File: src/verilog/exec_consts.svh
`ifndef EXEC_CONSTS_SVH
`define EXEC_CONSTS_SVH

// reorder buffer index
`define ROB_ADDR_WIDTH 5

// physical and architectural register tags
`define PHYS_REG_BITS 6
`define ARCH_REG_BITS 5

// load/store queue
`define MEM_QUEUE_DEPTH 8
`define MEM_IDX_WIDTH $clog2(`MEM_QUEUE_DEPTH)

// start to valid, multiplier and divider
`define MULDIV_LATENCY 4

`endif
File: src/verilog/rv32i_types.sv
`include "exec_consts.svh"

package rv32i_types;

    typedef enum logic [6:0] {
        op_lui   = 7'b0110111,
        op_auipc = 7'b0010111,
        op_jal   = 7'b1101111,
        op_jalr  = 7'b1100111,
        op_br    = 7'b1100011,
        op_load  = 7'b0000011,
        op_store = 7'b0100011,
        op_imm   = 7'b0010011,
        op_reg   = 7'b0110011
    } rv_opcode_e;

    typedef enum logic [2:0] {
        alu_add  = 3'b000,
        alu_sll  = 3'b001,
        alu_slt  = 3'b010,
        alu_sltu = 3'b011,
        alu_xor  = 3'b100,
        alu_sr   = 3'b101,
        alu_or   = 3'b110,
        alu_and  = 3'b111
    } alu_f3_e;

    typedef enum logic [2:0] {
        md_mul    = 3'b000,
        md_mulh   = 3'b001,
        md_mulhsu = 3'b010,
        md_mulhu  = 3'b011,
        md_div    = 3'b100,
        md_divu   = 3'b101,
        md_rem    = 3'b110,
        md_remu   = 3'b111
    } muldiv_f3_e;

    typedef enum logic [2:0] {
        br_beq  = 3'b000,
        br_bne  = 3'b001,
        br_blt  = 3'b100,
        br_bge  = 3'b101,
        br_bltu = 3'b110,
        br_bgeu = 3'b111
    } branch_f3_e;

    // store widths share the low encodings
    typedef enum logic [2:0] {
        mem_b  = 3'b000,
        mem_h  = 3'b001,
        mem_w  = 3'b010,
        mem_bu = 3'b100,
        mem_hu = 3'b101
    } mem_f3_e;

    typedef struct packed {
        logic [31:0] pc;
        logic [31:0] inst;
        logic [31:0] i_imm;
        logic [31:0] s_imm;
        logic [31:0] b_imm;
    } decode_info_t;

    typedef struct packed {
        logic [31:0]                rs1_v;
        logic [31:0]                rs2_v;
        decode_info_t               decode_info;
        logic [`ROB_ADDR_WIDTH-1:0] rob_idx;
        logic [`PHYS_REG_BITS-1:0]  pd;
        logic [`ARCH_REG_BITS-1:0]  rd;
    } issue_t;

    typedef struct packed {
        logic                       valid;
        logic [`ROB_ADDR_WIDTH-1:0] rob_idx;
        logic [`PHYS_REG_BITS-1:0]  pd;
        logic [`ARCH_REG_BITS-1:0]  rd;
        logic [31:0]                rd_v;
        logic [31:0]                inst;
        logic                       pc_select;
        logic [31:0]                pc_branch;
    } cdb_t;

    typedef struct packed {
        logic                      valid;
        logic [31:0]               addr;
        logic [31:0]               wdata;
        logic [3:0]                wmask;
        logic                      store;
        logic [`MEM_IDX_WIDTH-1:0] mem_idx;
    } mem_req_t;

endpackage

File: src/verilog/fu_mem.sv
`include "exec_consts.svh"

module fu_mem
import rv32i_types::*;
(
    input  issue_t                    issue,
    input  logic                      start,
    input  logic [`MEM_IDX_WIDTH-1:0] mem_idx_in,
    output mem_req_t                  req
);

    logic        is_store;
    logic [31:0] addr;
    logic [1:0]  offset;
    mem_f3_e     width;

    assign is_store = issue.decode_info.inst[6:0] == op_store;
    assign width    = mem_f3_e'(issue.decode_info.inst[14:12]);
    assign addr     = issue.rs1_v + (is_store ? issue.decode_info.s_imm : issue.decode_info.i_imm);
    assign offset   = addr[1:0];

    always_comb begin
        req         = '0;
        req.valid   = start;
        req.addr    = addr;
        req.store   = is_store;
        req.mem_idx = mem_idx_in;
        if (is_store) begin
            // place sub-word data on its byte lanes
            case (width)
                mem_b: begin
                    req.wdata = issue.rs2_v << {offset, 3'b000};
                    req.wmask = 4'b0001 << offset;
                end
                mem_h: begin
                    req.wdata = issue.rs2_v << {offset[1], 4'b0000};
                    req.wmask = 4'b0011 << {offset[1], 1'b0};
                end
                default: begin
                    req.wdata = issue.rs2_v;
                    req.wmask = 4'b1111;
                end
            endcase
        end
    end

endmodule

File: config.mk
export PLATFORM = sky130hd
export DESIGN_NAME = fu_mem
export DESIGN_NICKNAME = d
export VERILOG_FILES = /design/src/verilog/rv32i_types.sv /design/src/verilog/fu_mem.sv
export VERILOG_INCLUDE_DIRS = /design/src /design/src/verilog
export SDC_FILE = /design/constraint.sdc
export NUM_CORES = 1
export LEC_CHECK = 0
export ABC_AREA = 1
export ABC_CLOCK_PERIOD_IN_PS = 7600
export BUFFER_PORTS_ARGS = -buffer_cell sky130_fd_sc_hd__buf_2
export CAP_MARGIN = 20
export CORE_AREA = 4 4 122 124
export DETAILED_ROUTE_END_ITERATION = 12
export DIE_AREA = 0 0 126 128
export SYNTH_ARGS = -nofsm -noshare
export SYNTH_HDL_FRONTEND = slang
export SYNTH_SLANG_ARGS = --single-unit
File: constraint.sdc
create_clock -name vclk -period 7.6
set_clock_uncertainty 0.2 [all_clocks]
set_input_delay 0.38 -clock vclk [all_inputs]
set_output_delay 0.38 -clock vclk [all_outputs]
set_load 0.05 [all_outputs]
Word-level counts from Yosys, hierarchy flattened --
Index checks and enable logic that the tools add are counted.
Word-level totals: flip-flop bits (word level) 0, bits of input ports 244
Cells by class: add/sub/neg operators 1, equal/unequal tests 2, shift operators 4, multiplexer cells 3, reduce and logical (&&, ||, !) cells 1
Operators by type and width (count):
- 36-bit one-hot mux with 2 select lines | 1
- 32-bit by 5-bit << shifter with 32-bit output | 2
- 36-bit 2-to-1 mux | 1
- 32-bit adder | 1
- 32-bit 2-to-1 mux | 1
- 7-bit by 6-bit equality test with 1-bit output (second input constant) | 1
- 1-bit by 2-bit << shifter with 4-bit output (first input constant) | 1
- 2-bit by 2-bit << shifter with 4-bit output (first input constant) | 1
- 3-bit by 1-bit equality test with 1-bit output (second input constant) | 1
- 3-bit logical NOT | 1

Longest topological paths before layout --
depth in word-level cells 6, depth in mapped cells 20, gate-level depth less buffers 19

Worst setup path before layout --
Ideal clock, no wire load.
path kind input port to output port, start input port issue[118] (netlist bit), end output port req[39] (netlist bit), setup slack 3.615 ns, arrival 3.405 ns, cell stages on the path 12, cell sequence inv_1 nand2_1 nor2_1 nand2_1 clkbuf_1 nand2_1 nand2_1 ha_1 fa_1 clkbuf_1 nand4_1 a21oi_1
RTL lines:
- start: declaration | line fu_mem.sv:6 | input issue_t issue,
- end: declaration | line fu_mem.sv:9 | output mem_req_t req

==> metrics.txt <==
CORE AREA=about 14000 sq um; global-route wire length before repair=22800 um; Detailed Place HPWL=12500 um; post-synth design cell area=3610 sq um; final-stage net count=1244; # Max-Cap Violations=0; Max Clock Freq=194 MHz; synth unique cells=30; commonest cells after routing, fill and taps aside=372 x nand2_1, 207 x buf_2, 142 x inv_1; peak supply drop=0.0000986 V; Final Wtd Congestion=between 0.8 and 0.9; Hold Slack=0.560 ns; antenna cells=0; Syn. warnings=0; routed vias/inst=4.42; final total power=between 0.0004 and 0.0005 W; TritonRoute pass-1 iters=5; GR Overflow Total=0; final-report hold violation count=0; main combinational cell family by area after synthesis=simple AND/OR/NAND/NOR gates; antenna violations before repair=0; Slew headroom=55.1%; cts hold-fix bufs=0; sequential area share after synthesis=0%; crit path launch type=primary input; DP Cell Count=1143; Post-Layout Cell Count=1143; Die H=128 um; Hold WC Path Type=primary input to output pin; drt drc=0; share of layout cells above drive strength 1=23.3%; Adder-Cell Fraction of Synth Area=12.3%; die width=126 um; Synth Area in Simple Gates=a little over half; CLK BUF=0; setup bufs post-CTS=0; Final min period=5.16 ns; RSZ-0062 raised after global routing=false; Synth Instances=775; syn_nets=1054; PortBufs=approximately 210; Routed Antenna Nets=0; Req. time, crit path=7.02 ns; critical path class=primary input to output pin; CP Max Fanout=43; Power Density=94.9 nW/um^2; Routed wire per std cell=12.6 um; routed vias=5051; final wirelength=14400 um; Worst path most repeated cell=nand2_1; FF+latch area=0 sq um; Synth top area share=38.7%; Worst Path Arrival=4.58 ns; Period Utilization, post-route=67.9%; compound-cell area share of the yosys netlist=12.1%; die area=16100 sq um; Initial Utilization=about a quarter; syn avg cell area=4.66 sq um; Pins Over Slew Limit=0; fillers=1672; Critical Path End Type=output pin; Post-CTS Resized=0; endpoints failing setup=0; Tightest Pin Transition=0.671 ns; critical path's slowest cell=fa_1; Setup TNS Final=0 ns; leakage power=3.31 nW; Area contributors post-synth=nand2_1 39%, inv_1 15%, ha_1 12%, nor2_1 5.3%, nand3_1 4.9%; run status=finished clean; total I/O pin count=between 300 and 400; mux contribution to synthesized area=0%; DRT iter0 DRCs=286; slowest stage delay, CP=around 0.94 ns; Tot GR Track Use=about 17%; largest net degree at the start of global routing=44; vias in the first global route=4687; Post-Synth XOR/XNOR Area=3.64%; fin util=34.6%; cell taking the most area after synthesis=nand2_1; Area Growth Syn to Fin=32.1%; leading cell type in the layout, fill and taps excluded=nand2_1; Rows=43; CP cell instances=buf_2, nor3b_2, nand2_1, buf_4, inv_2, buf_4, nand2_1, nand2_1, fa_1, clkinv_1, nand2_1, nor2_1, a21oi_1, a21oi_1, buf_2; FFs & Latches=0
worst paths after layout:
check | slack, ns | cells past startpoint | to | from
worst max-delay path | 2.44 | 15 | req[39] | issue[113]
worst min-delay path | 0.56 | 0 | req[72] | start
per-stage QoR:
step                area (sq um)  setup WS [ns]
detailed placement          4770           2.39
finish                      4770           2.44
CTS                         4770           2.41
global placement            4770           2.35
floorplan                   3610           3.62
global route                4770           2.05
metal layers:
metal  GRT usage [%]  vias to the layer above  routed length [um]
met5               0                        -                   0
met4            1.20                        0                  88
met3            2.79                        4                1160
met2            31.3                      184                6830
met1            20.9                     2135                6300
li1                -                     2728                   -
cell usage after synthesis (7+ instances only):
| library cell | count |
|---|---|
| ha_1 | 34 |
| inv_1 | 142 |
| xor2_1 | 14 |
| nor2_1 | 51 |
| clkbuf_1 | 9 |
| nand2_1 | 372 |
| o21ai_0 | 13 |
| a21oi_1 | 34 |
| nand3_1 | 35 |
| o22ai_1 | 15 |
| nand3b_1 | 7 |
critical path, delay by kind of cell:
family / cells / cell delay, ns
adders and majority gates: 1 / 0.94
AOI/OAI and AO/OA: 2 / 0.22
and+or+nand+nor: 6 / 0.96
buffers and inverters: 6 / 2.05
power breakdown:
group / switching (W) / total (W) / internal (W)
clock network: 0 / 0 / 0
registers: 0 / 0 / 0
logic: 0.000322 / 0.000452 / 0.000131
total: 0.000322 / 0.000452 / 0.000131
cell type report:
| cell class | count | area [sq um] | area share (%) |
|---|---|---|---|
| inverters | 147 | 552 | 11.6 |
| multi-input cells | 607 | 2940 | 61.7 |
| well taps | 180 | 225 | 4.72 |
| repair buffers | 209 | 1050 | 22.0 |
cell families after synthesis:
| group | count (synthesis) |
|---|---|
| adders and majority gates | 35 |
| AOI/OAI and AO/OA | 76 |
| and+or+nand+nor | 481 |
| buffers and inverters | 168 |
| xor gates and xnor gates | 15 |
(Power assumes the default switching activity.)
