### src/verilog/exec_consts.svh
`ifndef EXEC_CONSTS_SVH
`define EXEC_CONSTS_SVH

// reorder buffer index
`define ROB_ADDR_WIDTH 5

// physical and architectural register tags
`define PHYS_REG_BITS 6
`define ARCH_REG_BITS 5

// load/store queue
`define MEM_QUEUE_DEPTH 8
`define MEM_IDX_WIDTH $clog2(`MEM_QUEUE_DEPTH)

// start to valid, multiplier and divider
`define MULDIV_LATENCY 4

`endif
### src/verilog/rv32i_types.sv
`include "exec_consts.svh"

package rv32i_types;

    typedef enum logic [6:0] {
        op_lui   = 7'b0110111,
        op_auipc = 7'b0010111,
        op_jal   = 7'b1101111,
        op_jalr  = 7'b1100111,
        op_br    = 7'b1100011,
        op_load  = 7'b0000011,
        op_store = 7'b0100011,
        op_imm   = 7'b0010011,
        op_reg   = 7'b0110011
    } rv_opcode_e;

    typedef enum logic [2:0] {
        alu_add  = 3'b000,
        alu_sll  = 3'b001,
        alu_slt  = 3'b010,
        alu_sltu = 3'b011,
        alu_xor  = 3'b100,
        alu_sr   = 3'b101,
        alu_or   = 3'b110,
        alu_and  = 3'b111
    } alu_f3_e;

    typedef enum logic [2:0] {
        md_mul    = 3'b000,
        md_mulh   = 3'b001,
        md_mulhsu = 3'b010,
        md_mulhu  = 3'b011,
        md_div    = 3'b100,
        md_divu   = 3'b101,
        md_rem    = 3'b110,
        md_remu   = 3'b111
    } muldiv_f3_e;

    typedef enum logic [2:0] {
        br_beq  = 3'b000,
        br_bne  = 3'b001,
        br_blt  = 3'b100,
        br_bge  = 3'b101,
        br_bltu = 3'b110,
        br_bgeu = 3'b111
    } branch_f3_e;

    // store widths share the low encodings
    typedef enum logic [2:0] {
        mem_b  = 3'b000,
        mem_h  = 3'b001,
        mem_w  = 3'b010,
        mem_bu = 3'b100,
        mem_hu = 3'b101
    } mem_f3_e;

    typedef struct packed {
        logic [31:0] pc;
        logic [31:0] inst;
        logic [31:0] i_imm;
        logic [31:0] s_imm;
        logic [31:0] b_imm;
    } decode_info_t;

    typedef struct packed {
        logic [31:0]                rs1_v;
        logic [31:0]                rs2_v;
        decode_info_t               decode_info;
        logic [`ROB_ADDR_WIDTH-1:0] rob_idx;
        logic [`PHYS_REG_BITS-1:0]  pd;
        logic [`ARCH_REG_BITS-1:0]  rd;
    } issue_t;

    typedef struct packed {
        logic                       valid;
        logic [`ROB_ADDR_WIDTH-1:0] rob_idx;
        logic [`PHYS_REG_BITS-1:0]  pd;
        logic [`ARCH_REG_BITS-1:0]  rd;
        logic [31:0]                rd_v;
        logic [31:0]                inst;
        logic                       pc_select;
        logic [31:0]                pc_branch;
    } cdb_t;

    typedef struct packed {
        logic                      valid;
        logic [31:0]               addr;
        logic [31:0]               wdata;
        logic [3:0]                wmask;
        logic                      store;
        logic [`MEM_IDX_WIDTH-1:0] mem_idx;
    } mem_req_t;

endpackage

### src/verilog/fu_mult.sv
module fu_mult
import rv32i_types::*;
(
    input  logic        clk,
    input  logic        rst,
    input  logic        start,
    input  logic        cancel,
    input  logic [31:0] rs1_v,
    input  logic [31:0] rs2_v,
    input  muldiv_f3_e  funct3,
    output logic [31:0] rd_v,
    output logic        valid
);

    logic               a_signed;
    logic               b_signed;
    logic signed [32:0] a_ext;
    logic signed [32:0] b_ext;
    logic [3:0]         stage_valid;
    muldiv_f3_e         op_s1;
    muldiv_f3_e         op_s2;
    muldiv_f3_e         op_s3;
    muldiv_f3_e         op_s4;
    logic signed [32:0] a_s1;
    logic signed [32:0] b_s1;
    logic signed [49:0] lo_s2;
    logic signed [49:0] hi_s2;
    logic signed [65:0] lo_s3;
    logic signed [65:0] hi_s3;
    logic [65:0]        prod_s4;

    // mulhsu treats only rs1 as signed
    assign a_signed = (funct3 == md_mulh) || (funct3 == md_mulhsu);
    assign b_signed = (funct3 == md_mulh);
    assign a_ext    = {a_signed & rs1_v[31], rs1_v};
    assign b_ext    = {b_signed & rs2_v[31], rs2_v};

    always_ff @(posedge clk) begin
        if (rst || cancel) begin
            stage_valid <= '0;
        end else begin
            stage_valid <= {stage_valid[2:0], start};
        end
    end

    always_ff @(posedge clk) begin
        a_s1  <= a_ext;
        b_s1  <= b_ext;
        op_s1 <= funct3;
        // split rs2 into an unsigned low half and a signed high half
        lo_s2 <= a_s1 * $signed({1'b0, b_s1[15:0]});
        hi_s2 <= a_s1 * $signed(b_s1[32:16]);
        op_s2 <= op_s1;
        // align the high partial product
        lo_s3 <= lo_s2;
        hi_s3 <= {hi_s2, 16'h0000};
        op_s3 <= op_s2;
        prod_s4 <= lo_s3 + hi_s3;
        op_s4   <= op_s3;
    end

    assign rd_v  = (op_s4 == md_mul) ? prod_s4[31:0] : prod_s4[63:32];
    assign valid = stage_valid[3];

endmodule

### config.mk
export PLATFORM = sky130hd
export DESIGN_NAME = fu_mult
export DESIGN_NICKNAME = d
export VERILOG_FILES = /design/src/verilog/rv32i_types.sv /design/src/verilog/fu_mult.sv
export VERILOG_INCLUDE_DIRS = /design/src /design/src/verilog
export SDC_FILE = /design/constraint.sdc
export NUM_CORES = 2
export LEC_CHECK = 0
export BUFFER_PORTS_ARGS = -buffer_cell sky130_fd_sc_hd__buf_2
export CELL_PAD_IN_SITES_DETAIL_PLACEMENT = 0
export CELL_PAD_IN_SITES_GLOBAL_PLACEMENT = 1
export CORE_ASPECT_RATIO = 2
export CORE_MARGIN = 4
export CORE_UTILIZATION = 47
export CTS_CLUSTER_DIAMETER = 60
export DETAILED_ROUTE_END_ITERATION = 8
export GPL_TIMING_DRIVEN = 1
export PLACE_DENSITY_LB_ADDON = 0.1
export SYNTH_ARGS = -nofsm -noshare
export SYNTH_HDL_FRONTEND = slang
export SYNTH_SLANG_ARGS = --single-unit
### constraint.sdc
create_clock -name clk -period 5.7 [get_ports clk]
set_input_delay 0.855 -clock clk [delete_from_list [all_inputs] [get_ports clk]]
set_output_delay 0.855 -clock clk [all_outputs]
set_load 0.02 [all_outputs]
## After elaboration in Yosys (flattened, before gate mapping)

Index checks and enable logic that the tools add are counted.
Widths: inputs -> output; s select.

| storage, ports and cells | value |
|---|---|
| bits in registers | 342 |
| output and inout bits | 33 |

| operators by class | value |
|---|---|
| $add $sub $neg | 1 |
| $mul | 2 |
| eq/ne operators | 2 |
| muxes and demuxes | 1 |
| bitwise operators | 2 |
| reduce and logical (&&, ||, !) cells | 3 |

Operators with widths:

| cell | count |
|---|---|
| $add 50x64->64 | 1 |
| $mul 33x17->50 | 1 |
| $mul 33x17->48 | 1 |
| $mux 32 | 1 |
| $eq 3x1->1 const B | 1 |
| $eq 3x2->1 const B | 1 |
| $logic_not 3->1 | 1 |
| $and 1x1->1 | 2 |
| $logic_or 1x1->1 | 2 |

## Logic depth before layout (Yosys ltp)

| logic depth | value |
|---|---|
| word-level depth | 3 |
| depth in mapped cells | 26 |

## Worst setup path before layout

OpenSTA, ideal clock, no wires.

| timing path | value |
|---|---|
| kind | reg-to-reg |
| start point | reg a_s1[31] |
| end point | reg hi_s2[44] |
| library setup time | 0.121 ns |
| data arrival time | 6.143 ns |
| slack | -0.564 ns |
| stages on the path, launching flop included | 24 |
| path buffers | 2 |
| clock period less this slack | 6.264 ns |
| path through | dfxtp_1 > clkbuf_1 > nand2_1 > fa_1 > inv_1 > fa_1 > inv_1 > fa_1 > inv_1 > fa_1 > fa_1 > inv_1 > fa_1 > inv_1 > ha_1 > clkbuf_1 > nand3_1 > or4_1 > a2111o_1 > a211oi_1 > o2111ai_1 > nand3_1 > o211ai_1 > xnor2_1 |

| on the way | value |
|---|---|
| cells in the longest elaborated chain, start to end | 1 |

Ends and longest elaborated chain:

| element | RTL line | source |
|---|---|---|
| start: declaration | fu_mult.sv:24 | `logic signed [32:0] a_s1;` |
| start signal: assignment | fu_mult.sv:47 | `a_s1 <= a_ext;` |
| $mul 33x17->48 | fu_mult.sv:52 | `hi_s2 <= a_s1 * $signed(b_s1[32:16]);` |
| end signal: assignment | fu_mult.sv:52 |  |
| end: declaration | fu_mult.sv:27 | `logic signed [49:0] hi_s2;` |

Every way passes these cells.
A chain may end at the register's enable or synchronous reset.

## Worst setup path after layout

| timing path | value |
|---|---|
| start point | reg a_s1[6] |
| end point | reg hi_s2[43] |

The elaborated chain is that of the path after synthesis.

==> results.py <==
metrics = {
    "die": {
        "initial_utilization_pct": 47.4,
        "top_level_ports": 104,
        "die_w_microns": 233,
        "die_h_microns": 457,
        "die_area_sq_mm": 0.106,
        "core_area_sq_mm": 0.100,
        "rows": 164,
    },
    "timing": {
        "setup_violations": 48,
        "hold_viol": 0,
        "period_share_pct": 108,
        "maxSlewViolCount": 0,
        "whs_ns": 0.320,
        "min_period_ns": 6.18,
        "tns_ns": -13.44,
        "slew_headroom_pct": 54.6,
        "rsz0062_at_grt": "yes",
        "fmax_mhz": 162,
        "worst_slack_ns": -0.479,
        "worst_slew_pin_slew_ns": 0.680,
        "fin_skew_ns": 0.0194,
    },
    "clock_tree": {
        "cts.root.buffer_cell": "clkbuf_16",
        "cts_buffer_depth": 3,
        "worstSkewPairLatency_ns": 0.61,
        "clk_pin_slew_ns": 0.07,
        "cts_sinks": 342,
        "cts_tree": "yes",
        "numCtsBuffers": 39,
        "h-tree-depth": 2,
        "hold_buffers": 0,
    },
    "final_layout": {
        "stdcell_area_sq_mm": 0.0588,
        "drive_above_1_share_pct": 22.5,
        "final_nets": 7061,
        "fillers": 9203,
        "syn2layout_area_growth_pct": 24.0,
    },
    "synth": {
        "netlist_top_cells_area": "fa_1, dfxtp_1, inv_1",
        "syn-cell-area_sq_mm": 0.0474,
        "avgSynthCellArea_sq_um": 9.35,
        "synth_ff_type": "dfxtp_1",
        "synthArstFlopShare_pct": 0,
        "syn_inst": 5074,
        "ys_seq_area_share_pct": 14.4,
        "synth.distinct_cells": 71,
        "synth_edf_count": 0,
        "yosys.area.top_type_share_pct": 43.3,
        "synth_warnings": 0,
        "syn_nets": 6451,
        "synth_top_cell_by_area": "fa_1",
        "ys_seq_elements": 342,
    },
    "worst_hold_path": {
        "min_to": "op_s4[0]",
        "hold_depth": 0,
        "min-delay-start": "op_s3[0]",
        "hp-class": "reg2reg",
    },
    "global_route": {
        "antenna_found_initial": 12,
        "grt_pass1_vias": 40700,
        "gr-total-overflow": 0,
        "grt_usage_pct": 28.6,
        "grt_pass1_wl_mm": 228,
        "grt_max_degree": 33,
    },
    "setup_path": {
        "arrival_ns": 6.70,
        "critPathRequiredTime_ns": 6.22,
        "worstSetupEndpointType": "register",
        "cp_max_fo": 5,
        "reg2reg_to": "hi_s2[43]",
        "critPathKind": "reg2reg",
        "reg2reg_depth": 21,
        "reg2reg_setup_slack_ns": -0.48,
        "timing.rr.start": "a_s1[6]",
        "critPathLaunchType": "register",
    },
    "routing": {
        "drt-initial-drc-count": 1549,
        "detail-route-antenna-nets": 0,
        "dr.pass1.iters": 7,
        "vias_per_cell": 5.14,
        "drc": 0,
        "vias": 36300,
        "wl_per_cell_microns": 21.6,
        "wirelength_mm": 153,
    },
    "outcome": {
        "outcome": "finished, violations left",
        "violations": "negative setup slack",
    },
    "place": {
        "place_hpwl_mm": 123,
        "dpl-instance-area_sq_mm": 0.0543,
        "gp_congestion": 0.917,
        "io_buffers": 103,
    },
    "job": {
        "drv_cap": 0,
    },
}
kinds of logic (layout without fill, tap and decap cells):
group                    after synthesis  in the layout  synth area share, %
buffers and inverters               1414           2054                 11.2
AND/OR/NAND/NOR                     1405           1405                 14.3
adder cells (fa/ha/maj)             1306           1306                 50.7
AO/OA/AOI/OAI                        432            432                 5.98
flip-flops                           342            342                 14.4
XOR/XNOR                             142            142                 2.62
multiplexers                          33             33                0.781
other                                  0             19                    0
synthesized netlist by cell type, types with 17 or more instances:
cell,count
nand2b_1,21
ha_1,280
nand3_1,33
xor2_1,44
and2_1,448
inv_1,1182
nor2_1,99
fa_1,1026
nand2_1,697
dfxtp_1,342
o21a_1,28
o21ai_0,72
clkbuf_1,231
mux2_2,32
a21oi_1,133
nor3_1,17
a21o_1,68
xnor2_1,98
layer usage:
layer  up-vias  global-route usage (%)  wire length (microns)
met5         -                       0                      0
li1      16200                       -                      -
met4         0                    21.7                  15300
met3       471                    2.54                   5540
met2       989                    55.3                  84000
met1     18700                    27.0                  47900
cells in the final DEF (no fill, tap or decap), drive strengths merged, types with 16 or more instances in the layout:
cell	netlist	routed
diode	0	19
fa	1026	1026
nand2	697	697
a21oi	134	134
a21o	68	68
o21a	28	28
clkbuf	231	63
nand3	33	33
ha	280	280
and2	448	448
inv	1182	1190
xor2	44	44
mux2	32	32
nor3	17	17
o21ai	78	78
buf	0	781
nor2	99	99
xnor2	98	98
and3	16	16
nand4	16	16
nand2b	21	21
dfxtp	342	342
worst max-delay path by stage:
| stage | from | endpoint | slack [ns] | cells past startpoint |
|---|---|---|---|---|
| global route | a_s1[6] | hi_s2[17] | -0.66 | 26 |
| finish | a_s1[6] | hi_s2[43] | -0.48 | 21 |
| floorplan | b_s1[27] | hi_s2[44] | -0.12 | 21 |
| detailed placement | b_s1[18] | hi_s2[43] | -0.86 | 21 |
| global placement | b_s1[18] | hi_s2[44] | -0.79 | 21 |
| CTS | a_s1[14] | hi_s2[43] | -0.50 | 20 |
state kept, by name (all words and copies together), names as in the netlist:
name         flops
lo_s2           50
lo_s3           50
prod_s4         64
op_s4            3
hi_s3           48
op_s3            3
stage_valid      4
op_s2            3
b_s1            33
hi_s2           48
a_s1            33
op_s1            3
layout make-up:
type	instances	area (sq um)	share of cell area (%)
antenna	19	47.5	0.0809
clock buffer	44	1000	1.71
clock inverter	27	343	0.583
inverter	1183	4450	7.56
multi-input combinational	3318	37000	62.9
sequential	342	6980	11.9
tap	1328	1660	2.83
timing repair buffer	800	7320	12.5
metrics by stage:
step	util, %	instances	setup slack (ns)
CTS	56.8	6982	-0.500
global route	58.7	7059	-0.664
finish	58.7	7061	-0.479
global placement	54.3	6880	-0.795
floorplan	-	5074	-0.117
detailed placement	54.3	6880	-0.858
worst max-delay path, stage by stage, from the launching register on:
cell      delay (ns)
dfxtp_4         0.39
buf_12          0.16
and2_4          0.16
fa_1            0.51
inv_2           0.04
fa_1            0.49
fa_1            0.45
fa_1            0.56
inv_1           0.06
fa_1            0.54
inv_2           0.05
fa_1            0.54
inv_2           0.05
ha_4            0.16
or3_4           0.39
o211ai_4        0.22
nor4_4          0.06
or2_4           0.26
a31oi_4         0.24
o211ai_1        0.26
and4_1          0.26
a311oi_2        0.21
repair_timing:
action | CTS | global route
gates resized for setup | 200 | 286
buffers inserted | 27 | 46
endpoints found under the setup margin | 65 | 59
pin swaps | 52 | 104
gates cloned | 5 | 21
Power is left out: the tool's default activity adds up to more than one toggle a clock period on the data nets, which glitch-free logic cannot reach.
