==> config.mk <==
export PLATFORM = sky130hd
export DESIGN_NAME = fu_div_rem
export DESIGN_NICKNAME = d
export VERILOG_FILES = /design/src/verilog/rv32i_types.sv /design/src/verilog/fu_div_rem.sv
export VERILOG_INCLUDE_DIRS = /design/src /design/src/verilog
export SDC_FILE = /design/constraint.sdc
export NUM_CORES = 1
export LEC_CHECK = 0
export CAP_MARGIN = 5
export CORE_AREA = 5 5 209 211
export DETAILED_ROUTE_END_ITERATION = 8
export DIE_AREA = 0 0 214 216
export DONT_BUFFER_PORTS = 1
export PLACE_DENSITY = 0.69
export SYNTH_ARGS = -nofsm -noshare
export SYNTH_HDL_FRONTEND = slang
export SYNTH_SLANG_ARGS = --single-unit
==> constraint.sdc <==
create_clock -name clk -period 62.2 [get_ports clk]
set_input_delay 12.44 -clock clk [delete_from_list [all_inputs] [get_ports clk]]
set_output_delay 12.44 -clock clk [all_outputs]
set_load 0.05 [all_outputs]
==> src/verilog/exec_consts.svh <==
`ifndef EXEC_CONSTS_SVH
`define EXEC_CONSTS_SVH

// reorder buffer index
`define ROB_ADDR_WIDTH 5

// physical and architectural register tags
`define PHYS_REG_BITS 6
`define ARCH_REG_BITS 5

// load/store queue
`define MEM_QUEUE_DEPTH 8
`define MEM_IDX_WIDTH $clog2(`MEM_QUEUE_DEPTH)

// start to valid, multiplier and divider
`define MULDIV_LATENCY 4

`endif
==> src/verilog/rv32i_types.sv <==
`include "exec_consts.svh"

package rv32i_types;

    typedef enum logic [6:0] {
        op_lui   = 7'b0110111,
        op_auipc = 7'b0010111,
        op_jal   = 7'b1101111,
        op_jalr  = 7'b1100111,
        op_br    = 7'b1100011,
        op_load  = 7'b0000011,
        op_store = 7'b0100011,
        op_imm   = 7'b0010011,
        op_reg   = 7'b0110011
    } rv_opcode_e;

    typedef enum logic [2:0] {
        alu_add  = 3'b000,
        alu_sll  = 3'b001,
        alu_slt  = 3'b010,
        alu_sltu = 3'b011,
        alu_xor  = 3'b100,
        alu_sr   = 3'b101,
        alu_or   = 3'b110,
        alu_and  = 3'b111
    } alu_f3_e;

    typedef enum logic [2:0] {
        md_mul    = 3'b000,
        md_mulh   = 3'b001,
        md_mulhsu = 3'b010,
        md_mulhu  = 3'b011,
        md_div    = 3'b100,
        md_divu   = 3'b101,
        md_rem    = 3'b110,
        md_remu   = 3'b111
    } muldiv_f3_e;

    typedef enum logic [2:0] {
        br_beq  = 3'b000,
        br_bne  = 3'b001,
        br_blt  = 3'b100,
        br_bge  = 3'b101,
        br_bltu = 3'b110,
        br_bgeu = 3'b111
    } branch_f3_e;

    // store widths share the low encodings
    typedef enum logic [2:0] {
        mem_b  = 3'b000,
        mem_h  = 3'b001,
        mem_w  = 3'b010,
        mem_bu = 3'b100,
        mem_hu = 3'b101
    } mem_f3_e;

    typedef struct packed {
        logic [31:0] pc;
        logic [31:0] inst;
        logic [31:0] i_imm;
        logic [31:0] s_imm;
        logic [31:0] b_imm;
    } decode_info_t;

    typedef struct packed {
        logic [31:0]                rs1_v;
        logic [31:0]                rs2_v;
        decode_info_t               decode_info;
        logic [`ROB_ADDR_WIDTH-1:0] rob_idx;
        logic [`PHYS_REG_BITS-1:0]  pd;
        logic [`ARCH_REG_BITS-1:0]  rd;
    } issue_t;

    typedef struct packed {
        logic                       valid;
        logic [`ROB_ADDR_WIDTH-1:0] rob_idx;
        logic [`PHYS_REG_BITS-1:0]  pd;
        logic [`ARCH_REG_BITS-1:0]  rd;
        logic [31:0]                rd_v;
        logic [31:0]                inst;
        logic                       pc_select;
        logic [31:0]                pc_branch;
    } cdb_t;

    typedef struct packed {
        logic                      valid;
        logic [31:0]               addr;
        logic [31:0]               wdata;
        logic [3:0]                wmask;
        logic                      store;
        logic [`MEM_IDX_WIDTH-1:0] mem_idx;
    } mem_req_t;

endpackage

==> src/verilog/fu_div_rem.sv <==
module fu_div_rem
import rv32i_types::*;
(
    input  logic        clk,
    input  logic        rst,
    input  logic        start,
    input  logic        cancel,
    input  logic [31:0] rs1_v,
    input  logic [31:0] rs2_v,
    input  muldiv_f3_e  funct3,
    output logic [31:0] rd_v,
    output logic        valid
);

    logic        op_signed;
    logic [31:0] mag_a;
    logic [31:0] mag_b;
    logic [31:0] rem_in;
    logic [31:0] quo_in;
    logic [31:0] dvs_in;
    logic [31:0] rem_nx;
    logic [31:0] quo_nx;
    logic [31:0] rem_q;
    logic [31:0] quo_q;
    logic [31:0] dvs_q;
    logic        neg_q;
    logic        neg_r;
    logic        is_rem_q;
    logic        active;
    logic [1:0]  step_cnt;
    logic        done;

    assign op_signed = (funct3 == md_div) || (funct3 == md_rem);
    assign mag_a = (op_signed && rs1_v[31]) ? -rs1_v : rs1_v;
    assign mag_b = (op_signed && rs2_v[31]) ? -rs2_v : rs2_v;

    // first eight bits retire in the start cycle
    always_comb begin
        if (start) begin
            rem_in = '0;
            quo_in = mag_a;
            dvs_in = mag_b;
        end else begin
            rem_in = rem_q;
            quo_in = quo_q;
            dvs_in = dvs_q;
        end
    end

    always_comb begin : restore
        logic [32:0] part;
        logic [31:0] q;
        part = {1'b0, rem_in};
        q    = quo_in;
        for (int i = 0; i < 8; i++) begin
            part = {part[31:0], q[31]};
            q    = {q[30:0], 1'b0};
            if (part >= {1'b0, dvs_in}) begin
                part = part - {1'b0, dvs_in};
                q[0] = 1'b1;
            end
        end
        rem_nx = part[31:0];
        quo_nx = q;
    end

    always_ff @(posedge clk) begin
        if (rst || cancel) begin
            active   <= 1'b0;
            step_cnt <= '0;
            done     <= 1'b0;
        end else begin
            done <= 1'b0;
            if (start) begin
                active   <= 1'b1;
                step_cnt <= 2'd1;
            end else if (active) begin
                step_cnt <= step_cnt + 2'd1;
                if (step_cnt == 2'd3) begin
                    active <= 1'b0;
                    done   <= 1'b1;
                end
            end
        end
    end

    always_ff @(posedge clk) begin
        if (start || active) begin
            rem_q <= rem_nx;
            quo_q <= quo_nx;
        end
        if (start) begin
            dvs_q    <= mag_b;
            // divide by zero keeps the all-ones quotient unsigned
            neg_q    <= op_signed && (rs1_v[31] ^ rs2_v[31]) && (rs2_v != 32'd0);
            neg_r    <= op_signed && rs1_v[31];
            is_rem_q <= (funct3 == md_rem) || (funct3 == md_remu);
        end
    end

    // min int / -1 wraps back to the dividend with zero remainder
    assign rd_v  = is_rem_q ? (neg_r ? -rem_q : rem_q) : (neg_q ? -quo_q : quo_q);
    assign valid = done;

endmodule

### After elaboration in Yosys (flattened, before gate mapping)

Index checks and enable logic that the tools add are counted.
Widths: inputs -> output; s select.

| word-level totals | value |
|---|---|
| register bits | 103 |
| input bits | 71 |
| output and inout bits | 33 |

| operators by class | value |
|---|---|
| add/sub/neg operators | 13 |
| reduce and logical (&&, ||, !) cells | 12 |
| order comparisons | 8 |
| multiplexer cells | 30 |
| eq/ne operators | 4 |
| bitwise gates (word level) | 2 |

Operators with widths:

| operator | count |
|---|---|
| $mux 32 | 16 |
| $ge 33x32->1 | 8 |
| $sub 32x32->32 | 8 |
| $neg 32->32 | 4 |
| $reduce_bool 32->1 | 1 |
| $mux 1 | 14 |
| $eq 3x3->1 const B | 3 |
| $logic_and 1x1->1 | 4 |
| $logic_or 1x1->1 | 4 |
| $reduce_or 3->1 | 1 |
| $add 2x1->2 const B | 1 |
| $eq 2x2->1 const B | 1 |
| $reduce_bool 2->1 | 1 |
| $reduce_or 2->1 | 1 |
| $not 1->1 | 1 |
| $xor 1x1->1 | 1 |

### Logic depth before layout (Yosys ltp)

| depth | value |
|---|---|
| depth in word-level cells | 21 |
| depth in mapped cells | 134 |

### Worst setup path after synthesis

OpenSTA, ideal clock, no wires.

| path | value |
|---|---|
| path type | input -> register |
| from | input rs2_v[5] |
| to | register rem_q[11] (data pin) |
| buffers on the path | 20 |
| setup slack | 23.580 ns |
| arrival time | 38.360 ns |
| data required time | 61.940 ns |
| cell stages on the path | 123 |
| path through | nor4_2 > nand2b_1 > nor3b_1 > nand3b_1 > or2_2 > nor4_1 > a21oi_1 > xnor2_1 > a21o_1 > ha_1 > a21o_1 > a31o_1 > a41o_1 > a21oi_1 > and2_1 > buf_6 > clkbuf_1 > clkbuf_1 > [87 not listed] > nor2b_1 > o21ai_0 > a21boi_0 > o211ai_1 > a311oi_1 > o21a_1 > o21ai_0 > a211oi_1 > o31ai_1 > a21boi_0 > o21ai_0 > a21boi_0 > or2_2 > nor2_1 > o41ai_4 > nor2_8 > buf_12 > mux2_4 |

| between the ends | value |
|---|---|
| word-level cells in the longest chain between the ends | 19 |
| elaborated cells on any way between the ends | 27 |

Ends and longest elaborated chain:

| what | RTL line | RTL |
|---|---|---|
| start, declared | fu_div_rem.sv:9 | `input logic [31:0] rs2_v,` |
| $neg 32->32 | fu_div_rem.sv:35 | `assign mag_b = (op_signed && rs2_v[31]) ? -rs2_v : rs2_v;` |
| $mux 32 (*) | fu_div_rem.sv:35 |  |
| $mux 32 (*) | fu_div_rem.sv:39 | `if (start) begin` |
| $sub 32x32->32 / $ge 33x32->1 (equally long branches) | fu_div_rem.sv:59, fu_div_rem.sv:58 |  |
| $mux 32 | fu_div_rem.sv:58 | `if (part >= {1'b0, dvs_in}) begin` |
| $sub 32x32->32 / $ge 33x32->1 (equally long branches) | fu_div_rem.sv:59, fu_div_rem.sv:58 |  |
| $mux 32 | fu_div_rem.sv:58 |  |
| $sub 32x32->32 / $ge 33x32->1 (equally long branches) | fu_div_rem.sv:59, fu_div_rem.sv:58 |  |
| [4 not listed] | -- |  |
| $mux 32 | fu_div_rem.sv:58 |  |
| $sub 32x32->32 / $ge 33x32->1 (equally long branches) | fu_div_rem.sv:59, fu_div_rem.sv:58 |  |
| $mux 32 | fu_div_rem.sv:58 |  |
| $ge 33x32->1 / $sub 32x32->32 (equally long branches) | fu_div_rem.sv:58, fu_div_rem.sv:59 |  |
| $mux 32 | fu_div_rem.sv:58 |  |
| $sub 32x32->32 / $ge 33x32->1 (equally long branches) | fu_div_rem.sv:59, fu_div_rem.sv:58 |  |
| $mux 32 (*) | fu_div_rem.sv:58 |  |
| net restore.part[11] | fu_div_rem.sv:51 | `logic [32:0] part;` |
| end signal, assigned | fu_div_rem.sv:89 | `rem_q <= rem_nx;` |
| end, declared | fu_div_rem.sv:23 | `logic [31:0] rem_q;` |

The timed path passes the listed nets; every way through them passes the cells marked *.
A chain may end at the register's enable or synchronous reset.

### Worst setup path after layout

| path | value |
|---|---|
| from | input rs2_v[5] |
| to | register rem_q[15] (data pin) |

| between the ends | value |
|---|---|
| word-level cells in the longest chain between the ends | 19 |
| elaborated cells on any way between the ends | 27 |

Ends and longest elaborated chain:

| what | RTL line |
|---|---|
| $neg 32->32 | fu_div_rem.sv:35 |
| $mux 32 (*) | fu_div_rem.sv:35 |
| $mux 32 (*) | fu_div_rem.sv:39 |
| $sub 32x32->32 / $ge 33x32->1 (equally long branches) | fu_div_rem.sv:59, fu_div_rem.sv:58 |
| $mux 32 | fu_div_rem.sv:58 |
| $sub 32x32->32 / $ge 33x32->1 (equally long branches) | fu_div_rem.sv:59, fu_div_rem.sv:58 |
| $mux 32 | fu_div_rem.sv:58 |
| $sub 32x32->32 / $ge 33x32->1 (equally long branches) | fu_div_rem.sv:59, fu_div_rem.sv:58 |
| [4 not listed] | -- |
| $mux 32 | fu_div_rem.sv:58 |
| $sub 32x32->32 / $ge 33x32->1 (equally long branches) | fu_div_rem.sv:59, fu_div_rem.sv:58 |
| $mux 32 | fu_div_rem.sv:58 |
| $sub 32x32->32 / $ge 33x32->1 (equally long branches) | fu_div_rem.sv:59, fu_div_rem.sv:58 |
| $mux 32 | fu_div_rem.sv:58 |
| $sub 32x32->32 / $ge 33x32->1 (equally long branches) | fu_div_rem.sv:59, fu_div_rem.sv:58 |
| $mux 32 (*) | fu_div_rem.sv:58 |
| net restore.part[15] | fu_div_rem.sv:51 |

Marks and branches as above.

==> flow_summary.yaml <==
cts:
  cts_tree: "done"
  clk_pin_slew_ns: 0.08
  hold_buffers: 0
  cts_made_buffers: 9
  clock_latency_ns: 0.36
  clock_sinks: 103
  cts_buffer_depth: 2
  cts_setup_buffers: 0
  ctsResizeCount: 0
  cts-root-buf: "clkbuf_16"
  htreeDepth: 3
timing:
  fin_setup_tns_ns: 0
  fin_skew_ns: 0.00970
  max_slew.worst_pin.slew_ns: 1.18
  hold_viol_final: 0
  relSlewSlack_pct: 21.7
  period_share_pct: 70.6
  setup_viol: 0
  fmax_mhz: 22.8
  post-route-min-period_ns: 43.89
  slew_viol_final: 0
  rsz0062_at_grt: "false"
yosys:
  synth-compound-area-share_pct: 27.2
  synth_top_area_cell: "ha_1"
  yosysWarnings: 0
  syn_avg_cell_area_um2: 7.63
  yosysTopAreaCellShare_pct: 14.4
  synth_flop_cell: "edfxtp_1"
  syn_area_um2: 22600
  synth_cell_type_count: 98
  ys_seq_area_share_pct: 12.1
  synth_area_leaders: "ha_1 14%, edfxtp_1 8.9%, xnor2_1 7.4%, a21oi_1 6.7%, mux2_2 5.8%"
  synth_mux_area_share_pct: 8.65
  synthSimpleGateAreaFrac_pct: 20.9
  syn_inst: 2964
  async_reset_ff_share_pct: 0
  synth_top_family_by_area: "compound AO/OA/AOI/OAI gates"
  yosys_register_bits: 103
  synth_adder_area_share_pct: 15.1
  synth_fp_nets: 3303
  synth_edf_count: 67
  synth_xor_xnor_area_share_pct: 12.2
die:
  row_count: 75
  fp.dieW_um: 214
  dieArea_um2: 46200
  num_io_pins: 104
  core_um2: 41600
  die_h_um: 216
  start_util_pct: 54.4
final_layout:
  nets: 3260
  syn_to_final_growth_pct: 3.56
  layout-drive-gt1-share_pct: 8.41
  n_antenna_cell: 0
  nFillCells: 3977
critical_path:
  worst-setup-path-type: "in -> reg"
  worst-r2r-setup-slack_ns: 31.77
  crit_required_ns: 62.31
  critPathMaxStageDelay_ns: 0.90
  arrival_ns: 44.00
  cp-start-kind: "input pin"
  crit_fanout: 44
  endpoint_kind: "register"
  crit_path_top_delay_cell: "o32a_2"
grt:
  grt_pass1_wl_mm: 123
  grt_pass1_vias: 21100
  grt_max_degree: 156
  grt_util_all_layers_pct: 33.6
  antenna_found_initial: 1
  grt-ovfl-total: 0
placement:
  port_buffers: 0
  routabilityCongestion: 1.02
  dp_hpwl_mm: 64.8
routing:
  detail_route.first_pass.iterations: 6
  viasPerCell: 6.62
  via_count: 23000
  routed_wirelength_mm: 82.9
  ant_nets: 0
  wire_per_inst_um: 23.9
  first_iter_violations: 2532
  drc: 0
run:
  cap_violations: 0
hold_path:
  hold_path_class: "reg -> reg"
status:
  status: "finished clean"
==> critical path, delay by kind of cell <==
| kind | cells | cell delay [ns] |
|---|---|---|
| xor+xnor | 1 | 0.16 |
| mux | 5 | 2.09 |
| compound gates | 49 | 13.83 |
| fa+ha+maj | 8 | 2.91 |
| buf+inv | 7 | 2.45 |
| simple gates | 37 | 9.91 |
==> cell type report <==
cell class                 count  area (um2)  area share, %
inverter                     127         492           2.10
multi-input combinational   2653       19000           81.2
clock buffer                   9         225          0.961
timing repair buffer          27         203          0.865
sequential                   103        2730           11.7
tap                          539         674           2.88
clock inverter                 7        73.8          0.315
==> cell usage after synthesis, types with 7 or more instances <==
cell type  number
o211ai_1       14
nand4_1        40
nor4_1         21
and3_1         35
nand2_1       228
nand3_1        52
a21boi_0       20
o41ai_1        17
fa_1            8
nor3_1         53
and4_1         11
mux2i_1        22
a311oi_1        9
o21bai_1       31
o31ai_1        42
or4_1          14
nand3b_1        7
a21o_1        136
o31a_1          9
nor2_1        278
o21a_1         42
a31oi_1        26
inv_1         121
and2_1         24
edfxtp_1       67
nor2b_1        74
dfxtp_1        36
a21oi_1       304
ha_1          260
o21ai_0       177
a211o_1        13
or2_2          20
a211oi_1       25
xnor2_1       190
nand2b_1       41
clkbuf_1       58
nor3b_1         7
mux2_4         28
mux2_2        117
xor2_1        126
or3_1          27
buf_1          12
==> final timing paths <==
kind,start,to,cells past startpoint
hold reg to reg,dvs_q[31],dvs_q[31],1
setup reg to reg,dvs_q[18],rem_q[15],100
hold / removal,dvs_q[31],dvs_q[31],1
setup / recovery,rs2_v[5],rem_q[15],107
==> logic make-up (layout without fill, tap and decap cells) <==
family                   Yosys count  count (layout)
adder cells (fa/ha/maj)          268             268
flip-flops                       103             103
AND/OR/NAND/NOR                  953             953
AO/OA/AOI/OAI                    949             949
XOR/XNOR                         316             316
buffers and inverters            208             170
multiplexers                     167             167
==> placed cells by master, fill, tap and decap left out, types with 28 or more instances in the layout <==
master | Yosys | routed
a21oi_1 | 304 | 304
nor2_1 | 278 | 278
ha_1 | 260 | 260
nand2_1 | 228 | 228
xnor2_1 | 190 | 190
o21ai_0 | 177 | 172
a21o_1 | 136 | 136
xor2_1 | 126 | 126
inv_1 | 121 | 121
mux2_2 | 117 | 117
nor2b_1 | 74 | 74
edfxtp_1 | 67 | 67
nor3_1 | 53 | 53
nand3_1 | 52 | 52
o21a_1 | 42 | 42
o31ai_1 | 42 | 42
nand2b_1 | 41 | 41
nand4_1 | 40 | 40
dfxtp_1 | 36 | 36
and3_1 | 35 | 35
o21bai_1 | 31 | 31
mux2_4 | 28 | 28
==> per-layer routing <==
layer  vias up  track usage, %  routed length (um)
li1      10900               -                   -
met2      1040            53.4               35500
met4         0            15.5                4860
met1     10800            45.1               35000
met5         -               0                   0
met3       238            5.13                7570
==> flip-flops by register name, summed over array words and instances, names as in the netlist, 2 cells and up <==
signal / cells
dvs_q: 32
quo_q: 32
rem_q: 32
step_cnt: 2
==> through the flow <==
step                instance area [um2]  setup slack (ns)  util [%]  hold slack, ns  instances
floorplan                         22600             23.58         -           0.427       2964
finish                            23400             18.31      56.4           0.465       3465
detailed placement                23100             18.88      55.6           0.448       3449
CTS                               23400             19.12      56.4           0.467       3465
global route                      23400             16.46      56.4           0.498       3465
global placement                  23100             19.62      55.6           0.434       3449
Power is left out: the tool's default activity adds up to more than one toggle a clock period on the data nets, which glitch-free logic cannot reach.
