File: src/verilog/exec_consts.svh
`ifndef EXEC_CONSTS_SVH
`define EXEC_CONSTS_SVH

// reorder buffer index
`define ROB_ADDR_WIDTH 5

// physical and architectural register tags
`define PHYS_REG_BITS 6
`define ARCH_REG_BITS 5

// load/store queue
`define MEM_QUEUE_DEPTH 8
`define MEM_IDX_WIDTH $clog2(`MEM_QUEUE_DEPTH)

// start to valid, multiplier and divider
`define MULDIV_LATENCY 4

`endif
File: src/verilog/rv32i_types.sv
`include "exec_consts.svh"

package rv32i_types;

    typedef enum logic [6:0] {
        op_lui   = 7'b0110111,
        op_auipc = 7'b0010111,
        op_jal   = 7'b1101111,
        op_jalr  = 7'b1100111,
        op_br    = 7'b1100011,
        op_load  = 7'b0000011,
        op_store = 7'b0100011,
        op_imm   = 7'b0010011,
        op_reg   = 7'b0110011
    } rv_opcode_e;

    typedef enum logic [2:0] {
        alu_add  = 3'b000,
        alu_sll  = 3'b001,
        alu_slt  = 3'b010,
        alu_sltu = 3'b011,
        alu_xor  = 3'b100,
        alu_sr   = 3'b101,
        alu_or   = 3'b110,
        alu_and  = 3'b111
    } alu_f3_e;

    typedef enum logic [2:0] {
        md_mul    = 3'b000,
        md_mulh   = 3'b001,
        md_mulhsu = 3'b010,
        md_mulhu  = 3'b011,
        md_div    = 3'b100,
        md_divu   = 3'b101,
        md_rem    = 3'b110,
        md_remu   = 3'b111
    } muldiv_f3_e;

    typedef enum logic [2:0] {
        br_beq  = 3'b000,
        br_bne  = 3'b001,
        br_blt  = 3'b100,
        br_bge  = 3'b101,
        br_bltu = 3'b110,
        br_bgeu = 3'b111
    } branch_f3_e;

    // store widths share the low encodings
    typedef enum logic [2:0] {
        mem_b  = 3'b000,
        mem_h  = 3'b001,
        mem_w  = 3'b010,
        mem_bu = 3'b100,
        mem_hu = 3'b101
    } mem_f3_e;

    typedef struct packed {
        logic [31:0] pc;
        logic [31:0] inst;
        logic [31:0] i_imm;
        logic [31:0] s_imm;
        logic [31:0] b_imm;
    } decode_info_t;

    typedef struct packed {
        logic [31:0]                rs1_v;
        logic [31:0]                rs2_v;
        decode_info_t               decode_info;
        logic [`ROB_ADDR_WIDTH-1:0] rob_idx;
        logic [`PHYS_REG_BITS-1:0]  pd;
        logic [`ARCH_REG_BITS-1:0]  rd;
    } issue_t;

    typedef struct packed {
        logic                       valid;
        logic [`ROB_ADDR_WIDTH-1:0] rob_idx;
        logic [`PHYS_REG_BITS-1:0]  pd;
        logic [`ARCH_REG_BITS-1:0]  rd;
        logic [31:0]                rd_v;
        logic [31:0]                inst;
        logic                       pc_select;
        logic [31:0]                pc_branch;
    } cdb_t;

    typedef struct packed {
        logic                      valid;
        logic [31:0]               addr;
        logic [31:0]               wdata;
        logic [3:0]                wmask;
        logic                      store;
        logic [`MEM_IDX_WIDTH-1:0] mem_idx;
    } mem_req_t;

endpackage

File: src/verilog/fu_alu.sv
module fu_alu
import rv32i_types::*;
(
    input  issue_t      issue,
    input  logic        start,
    output logic [31:0] rd_v,
    output logic        valid
);

    rv_opcode_e  opcode;
    alu_f3_e     funct3;
    logic        alt;
    logic [31:0] a;
    logic [31:0] b;
    logic [31:0] u_imm;
    logic [31:0] sra_v;

    assign opcode = rv_opcode_e'(issue.decode_info.inst[6:0]);
    assign funct3 = alu_f3_e'(issue.decode_info.inst[14:12]);
    // funct7[5] selects sub and sra
    assign alt    = issue.decode_info.inst[30];
    assign u_imm  = {issue.decode_info.inst[31:12], 12'h000};

    assign a = issue.rs1_v;
    // op-imm replaces rs2 with the i-type immediate
    assign b = (opcode == op_imm) ? issue.decode_info.i_imm : issue.rs2_v;

    assign sra_v = $signed(a) >>> b[4:0];

    always_comb begin
        case (opcode)
            op_lui:   rd_v = u_imm;
            op_auipc: rd_v = issue.decode_info.pc + u_imm;
            default: begin
                case (funct3)
                    alu_add:  rd_v = (opcode == op_reg && alt) ? a - b : a + b;
                    alu_sll:  rd_v = a << b[4:0];
                    alu_slt:  rd_v = {31'b0, $signed(a) < $signed(b)};
                    alu_sltu: rd_v = {31'b0, a < b};
                    alu_xor:  rd_v = a ^ b;
                    alu_sr:   rd_v = alt ? sra_v : a >> b[4:0];
                    alu_or:   rd_v = a | b;
                    alu_and:  rd_v = a & b;
                    default:  rd_v = '0;
                endcase
            end
        endcase
    end

    // single cycle, result ready with the start
    assign valid = start;

endmodule

File: config.mk
export PLATFORM = sky130hd
export DESIGN_NAME = fu_alu
export DESIGN_NICKNAME = d
export VERILOG_FILES = /design/src/verilog/rv32i_types.sv /design/src/verilog/fu_alu.sv
export VERILOG_INCLUDE_DIRS = /design/src /design/src/verilog
export SDC_FILE = /design/constraint.sdc
export NUM_CORES = 1
export LEC_CHECK = 0
export BUFFER_PORTS_ARGS = -buffer_cell sky130_fd_sc_hd__clkbuf_2
export CAP_MARGIN = 20
export CORE_MARGIN = 2
export CORE_UTILIZATION = 40
export DETAILED_ROUTE_END_ITERATION = 12
export PLACE_DENSITY_LB_ADDON = 0.05
export SLEW_MARGIN = 20
export SYNTH_ARGS = -nofsm -noshare
export SYNTH_HDL_FRONTEND = slang
export SYNTH_SLANG_ARGS = --single-unit
File: constraint.sdc
create_clock -name vclk -period 11.3
set_input_delay 1.695 -clock vclk [all_inputs]
set_output_delay 1.695 -clock vclk [all_outputs]
set_load 0.01 [all_outputs]
---- After elaboration in Yosys (flattened, before gate mapping) ----
Index checks and enable logic that the tools add are counted.
word-level totals
  flip-flop bits (word level) ............. 0
  bits of input ports ..................... 241
  output and inout port bits .............. 33
operators by class
  add/sub/neg operators ................... 3
  order comparisons ....................... 2
  equality and inequality tests ........... 11
  shift operators ......................... 3
  muxes and demuxes ....................... 5
  bitwise logic cells ..................... 3
  reductions and logical operators ........ 2
operators by type and width
  kind                                            number
  case mux 32 bit (8 select lines)                1
  two-way mux 32 bit                              3
  adder 32 bit                                    2
  < comparator 32 bit                             2
  case mux 32 bit (2 select lines)                1
  bitwise AND 32 bit                              1
  bitwise OR 32 bit                               1
  left shift 32 x 5 -> 32 bit                     1
  right shift 32 x 5 -> 32 bit                    1
  >>> shifter 32 x 5 -> 32 bit                    1
  subtractor 32 bit                               1
  XOR 32 bit                                      1
  == test 7 x 5 -> 1 bit (second input constant)  2
  == test 7 x 6 -> 1 bit (second input constant)  2
  == test 3 bit (second input constant)           4
  == test 3 x 2 -> 1 bit (second input constant)  2
  == test 3 x 1 -> 1 bit (second input constant)  1
  logical NOT 3 bit                               1
  logical AND 1 bit                               1

---- Logic depth before layout (Yosys ltp) ----
Gate-level depths: netlist of run 1.
  word-level depth ........................ 6
  mapped depth ............................ 20
  mapped depth without buffers ............ 17

---- Least setup slack after synthesis of run 1 ----
Ideal clock, no wire load.
  kind .................................... in2out
  start point ............................. input port issue[114] in the netlist's numbering
  end point ............................... output port rd_v[28]
  arrival ................................. 5,773 ps
  data required time ...................... 9,605 ps
  slack ................................... 3,832 ps
  stages on the path ...................... 20
  path buffers ............................ 3
  cell sequence ........................... or3_1 -> nor2_1 -> buf_1 -> clkbuf_1 -> nand2_1 -> nand2_1 -> inv_1 -> ha_1 -> clkbuf_1 -> inv_1 -> a21o_1 -> a41o_1 -> o21ai_0 -> a21boi_0 -> o311a_1 -> o31ai_1 -> o2111ai_2 -> nand4_1 -> mux2i_1 -> a211oi_1
between the ends
  word-level cells in the longest chain between the ends .. 6
ends and longest elaborated chain
  what                                   line                        RTL
  start: declaration                     fu_alu.sv:4                 input issue_t issue,
  == test 7 x 5 -> 1 bit                 fu_alu.sv:26                assign b = (opcode == op_imm) ? issue.decode_info.i_imm : issue.rs2_v;
  two-way mux 32 bit                     fu_alu.sv:26
  adder 32 bit (tied with other cells)   fu_alu.sv:36                alu_add: rd_v = (opcode == op_reg && alt) ? a - b : a + b;
  two-way mux 32 bit (on tied branches)  fu_alu.sv:36, fu_alu.sv:41
  case mux 32 bit (8 select lines)       fu_alu.sv:35                case (funct3)
  case mux 32 bit (2 select lines) (*)   fu_alu.sv:31                case (opcode)
  end: declaration                       fu_alu.sv:6                 output logic [31:0] rd_v,
Mark *: on every way between the ends. The rest lies on a longest branch, timed or not.

---- Final worst setup path of run 1 ----
  start point ............................. input port issue[117] in the netlist's numbering
  end point ............................... output port rd_v[13]
The elaborated chain is that of the path after synthesis.

==> impl_metrics.py, run 1 <==
metrics = {
    "finish": {
        "seq_cells": 0,
        "final_common_cell": "nand2_1",
        "drive_above_1_share_pct": 14.04,
        "final_cell_mix": "nand2_1 (196), o21ai_0 (189), clkbuf_2 (187)",
        "area_delta_synth_final_pct": 10.96,
        "layout.nets": 2128,
        "final-seq-area_um2": 0,
        "num-fill-cells": 2836,
        "n_clock_buffer": 0,
        "fin_util_pct": 45.19,
    },
    "sta": {
        "tightest_slew_ns": 1.075,
        "maxSlewViolCount": 0,
        "grt_setup_unrepaired": "no",
        "finalSetupTns_ns": 0,
        "post-route-min-period_ns": 9.090,
        "setup_ws_ns": 2.210,
        "slew_headroom_pct": 28.34,
        "setup_violations": 0,
        "finalHoldViolations": 0,
        "hold_slack_ns": 3.390,
        "clock.fmax_ghz": 0.1100,
        "post-route-period-util_pct": 80.44,
    },
    "critical_path": {
        "arrival_ns": 7.39,
        "crit_fanout": 47,
        "critPathKind": "primary input to output pin",
        "crit_path_max_incr_delay_ns": 0.87,
        "crit_chain": "clkbuf_2 -> nor3_4 -> buf_4 -> nand3_1 -> nand2_1 -> buf_4 -> ha_1 -> a21o_1 -> a21oi_1 -> o211a_1 -> or2_2 -> o21ai_0 -> a311o_1 -> o21ai_0 -> a31o_2 -> xnor2_1 -> a2111oi_0 -> a21oi_1 -> clkbuf_2",
        "cp.required_ns": 9.61,
        "cp-start-kind": "primary input",
        "cp-end-kind": "output pin",
        "crit_path_top_delay_cell": "a2111oi_0",
    },
    "grt": {
        "grtUsageTotal_pct": 40.39,
        "grt_pass1_vias": 12720,
        "grt_remaining_overflow": 0,
        "antenna_found_initial": 2,
        "grt_max_degree": 74,
        "grt_pass1_wl_um": 81630,
    },
    "detailed_routing": {
        "drc": 0,
        "avgRoutedWirePerCell_um": 26.37,
        "antenna_left": 0,
        "drt-total-wl_um": 55880,
        "drt_iter0_drc": 1837,
        "first_pass_iters": 7,
        "num_vias": 14040,
        "vias_per_cell": 6.625,
    },
    "placement": {
        "routabilityCongestion": 1.064,
        "dp_hpwl_um": 44530,
        "port_buffers": 187,
        "dp_slack_ns": 2.399,
    },
    "logic_synthesis": {
        "synth_area_leaders": "ha_1 (12%), o21ai_0 (9.3%), a21oi_1 (8.5%), nand2_1 (7.2%), mux2i_1 (6.6%)",
        "synth_fp_nets": 2034,
        "yosysWarningCount": 0,
        "syn_area_per_cell_um2": 6.029,
        "yosysUniqueCellTypes": 79,
        "syn_area_um2": 10220,
        "synth_cells": 1696,
        "yosysTopAreaCell": "ha_1",
        "yosysTopAreaCellShare_pct": 11.63,
        "synth-seq-area-share_pct": 0,
    },
    "floorplanning": {
        "pin_count": 274,
        "die_y_um": 163.9,
        "start_util_pct": 40.72,
        "coreArea_um2": 25110,
        "rows": 58,
        "die-area_um2": 26860,
        "die_x_um": 163.9,
    },
    "clocking": {
        "post_cts_buffers": 0,
        "cts_hold_buf": 0,
        "cts_resized": 0,
    },
    "outcome": {
        "outcome": "finished, final reports clean",
    },
    "worst_hold_path": {
        "hold_class": "primary input to output pin",
    },
    "flow_run": {
        "maxCapViolations": 0,
    },
}
==> cell families (layout without fill, tap and decap cells) <==
family,Yosys count,in the layout,share of synthesized area (%)
AO/OA/AOI/OAI,711,711,44.11
other,0,1,0
multiplexers,82,82,8.235
adder cells (fa/ha/maj),97,97,12.02
XOR/XNOR,46,46,3.940
AND/OR/NAND/NOR,538,538,23.37
buffers and inverters,222,314,8.321
==> synthesized netlist by cell type, types with 6 or more instances <==
library cell	count
a22oi_1	22
nor4_1	6
a21oi_1	174
nand3_1	49
clkbuf_1	98
o31ai_1	13
nor3_1	36
o21ai_1	9
o21a_1	8
a31oi_1	41
or3_1	12
nand4_1	11
buf_1	11
a21o_1	30
o21ai_0	189
xor2_1	12
o221ai_1	14
buf_2	11
inv_1	100
o22ai_1	13
nand2_1	196
a211oi_1	41
o32ai_1	6
o21bai_1	11
and3_1	14
xnor2_1	34
o211ai_1	43
mux2i_1	67
a41oi_1	6
nand2b_1	10
mux2_2	14
nor2_1	164
and2_1	20
a221oi_1	11
a311oi_1	6
nor2b_1	6
ha_1	95
==> worst paths after layout <==
path	from	endpoint	slack [ns]	cells after the start
min	start	valid	3.39	0
max	issue[117]	rd_v[13]	2.21	19
==> layout make-up <==
cell class | count | area [um^2] | share of cell area (%)
multi-input combinational | 1474 | 9420 | 83.03
timing repair buffer | 213 | 1131 | 9.969
tap | 330 | 412.9 | 3.639
antenna | 1 | 2.502 | 0.02206
inverter | 101 | 379.1 | 3.341
==> routing by layer <==
layer / part of all wire [%] / vias to the layer above / global-route usage, %
li1: - / 6476 / -
met1: 43 / 6590 / 57.45
met2: 41 / 852 / 59.68
met3: 11 / 119 / 7.348
met4: 4.8 / 2 / 16.03
met5: 0.029 / - / 0
==> worst max-delay path: cells and delay by family <==
kind | cells | cell delay, ns
AND/OR/NAND/NOR | 4 | 1.42
buffers and inverters | 4 | 1.42
XOR/XNOR | 1 | 0.20
adder cells (fa/ha/maj) | 1 | 0.32
AO/OA/AOI/OAI | 9 | 2.30
==> per-stage QoR <==
stage / cells / area [um^2]
after floorplan: 1696 / 10220
after global routing: 2118 / 11340
after detailed placement: 2118 / 11340
after CTS: 2118 / 11340
final: 2119 / 11350
after global placement: 2118 / 11340
==> run 2, diff against run 1 <==
- clock period: 11.3 -> 8.35 ns (I/O delays scaled with it)
==> impl_metrics.py, run 2 (synthesized netlist as in run 1, its figures left out) <==
metrics = {
    "critical_path": {
        "crit_path_max_incr_delay_ns": 0.63,
        "crit_path_top_delay_cell": "or3_1",
        "critPathKind": "primary input to output pin",
        "crit_fanout": 16,
        "cp-end-kind": "output pin",
        "arrival_ns": 6.11,
        "crit_chain": "clkbuf_2 -> or3_1 -> nor2_2 -> buf_4 -> nand2_1 -> nand2_1 -> inv_1 -> ha_1 -> inv_1 -> a21o_1 -> a41o_1 -> o21ai_0 -> a21boi_0 -> o311a_1 -> nor3_1 -> o311ai_1 -> xnor2_1 -> nand2_1 -> a21oi_1 -> clkbuf_2",
        "cp.required_ns": 7.10,
        "cp-endpoint": "rd_v[22]",
        "cp-start-kind": "primary input",
        "crit_start": "issue[114]",
        "cp_common_cell": "nand2_1",
    },
    "finish": {
        "final_cell_mix": "nand2_1 (196), o21ai_0 (189), clkbuf_2 (187)",
        "multiInputGateArea_um2": 9428,
        "fin_util_pct": 45.42,
        "layout.nets": 2135,
        "area_delta_synth_final_pct": 11.53,
        "drive_above_1_share_pct": 14.37,
        "n_clock_buffer": 0,
        "final_common_cell": "nand2_1",
        "seq_cells": 0,
        "num-fill-cells": 2804,
        "diodes": 0,
        "final-seq-area_um2": 0,
    },
    "sta": {
        "post-route-min-period_ns": 7.361,
        "finalHoldViolations": 0,
        "grt_setup_unrepaired": "no",
        "hold_slack_ns": 2.505,
        "tightest_slew_ns": 1.051,
        "clock.fmax_ghz": 0.1359,
        "maxSlewViolCount": 0,
        "finalSetupTns_ns": 0,
        "setup_ws_ns": 0.9894,
        "slew_headroom_pct": 29.18,
        "setup_violations": 0,
        "post-route-period-util_pct": 88.15,
    },
    "placement": {
        "dp_slack_ns": 1.103,
        "routabilityCongestion": 1.093,
        "port_buffers": 187,
        "dp_hpwl_um": 45070,
    },
    "grt": {
        "antenna_found_initial": 2,
        "grt_pass1_wl_um": 82490,
        "grt_max_degree": 62,
        "grt_remaining_overflow": 0,
        "grt_pass1_vias": 12970,
        "grtUsageTotal_pct": 40.66,
    },
    "worst_hold_path": {
        "hold_class": "primary input to output pin",
    },
    "detailed_routing": {
        "drc": 0,
        "vias_per_cell": 6.692,
        "avgRoutedWirePerCell_um": 26.57,
        "drt_iter0_drc": 1951,
        "first_pass_iters": 6,
        "drt-total-wl_um": 56470,
        "num_vias": 14220,
        "antenna_left": 0,
    },
    "clocking": {
        "cts_resized": 0,
        "cts_hold_buf": 0,
        "post_cts_buffers": 0,
    },
    "power_and_ir_drop": {
        "vdd_drop_max_uv": 32.28,
        "total_power_w": 0.0008795,
        "leakage_nw": 5.146,
        "powerDensity_nw_per_um2": 77.13,
    },
    "floorplanning": {
        "pin_count": 274,
        "coreArea_um2": 25110,
        "die_x_um": 163.9,
        "start_util_pct": 40.72,
        "die_y_um": 163.9,
        "die-area_um2": 26860,
        "rows": 58,
    },
    "outcome": {
        "outcome": "finished, final reports clean",
    },
    "flow_run": {
        "maxCapViolations": 0,
    },
}
==> run 2: cell types whose count changed in the layout (fill, tap and decap cells not counted), sizes merged <==
| cell | change |
|---|---|
| buf | +7 |
| diode | -1 |
==> run 2: final cells by class <==
| type | count | share of cell area [%] |
|---|---|---|
| multi-input combinational | 1474 | 82.68 |
| timing repair buffer | 220 | 10.38 |
| tap | 330 | 3.621 |
| inverter | 101 | 3.325 |
==> run 2: worst min path at each step <==
stage | from | end | slack (ns) | cells past startpoint
6_report | start | valid | 2.51 | 0
5_1_grt | start | valid | 2.51 | 0
4_1_cts | start | valid | 2.51 | 0
3_5_place_dp | start | valid | 2.51 | 0
3_3_place_gp | start | valid | 2.51 | 0
2_1_floorplan | start | valid | 2.60 | 1
==> run 2: where the power goes <==
| group | leakage (nW) | switching (W) | internal [W] |
|---|---|---|---|
| combinational | 5.15 | 0.000584 | 0.000296 |
| clock | 0 | 0 | 0 |
| sequential | 0 | 0 | 0 |
==> run 2: critical path, delay by kind of cell <==
| family | cells | cell delay, ns |
|---|---|---|
| simple gates | 6 | 1.57 |
| xor+xnor | 1 | 0.43 |
| buf+inv | 5 | 0.73 |
| compound gates | 7 | 1.57 |
| fa+ha+maj | 1 | 0.53 |
==> run 2: through the flow <==
step,instances,instance area (um^2)
4_1_cts,2125,11400
5_1_grt,2125,11400
2_1_floorplan,1696,10220
3_5_place_dp,2125,11400
6_report,2125,11400
3_3_place_gp,2125,11400
==> run 2: metal layers <==
metal | vias up | routed length, um | GRT usage (%)
met5 | - | 11 | 0
met4 | 2 | 2175 | 13.32
met3 | 123 | 6103 | 7.500
met2 | 845 | 24150 | 62.09
met1 | 6765 | 24030 | 57.26
li1 | 6485 | - | -
Note: power is estimated with default switching activity, not from simulation.
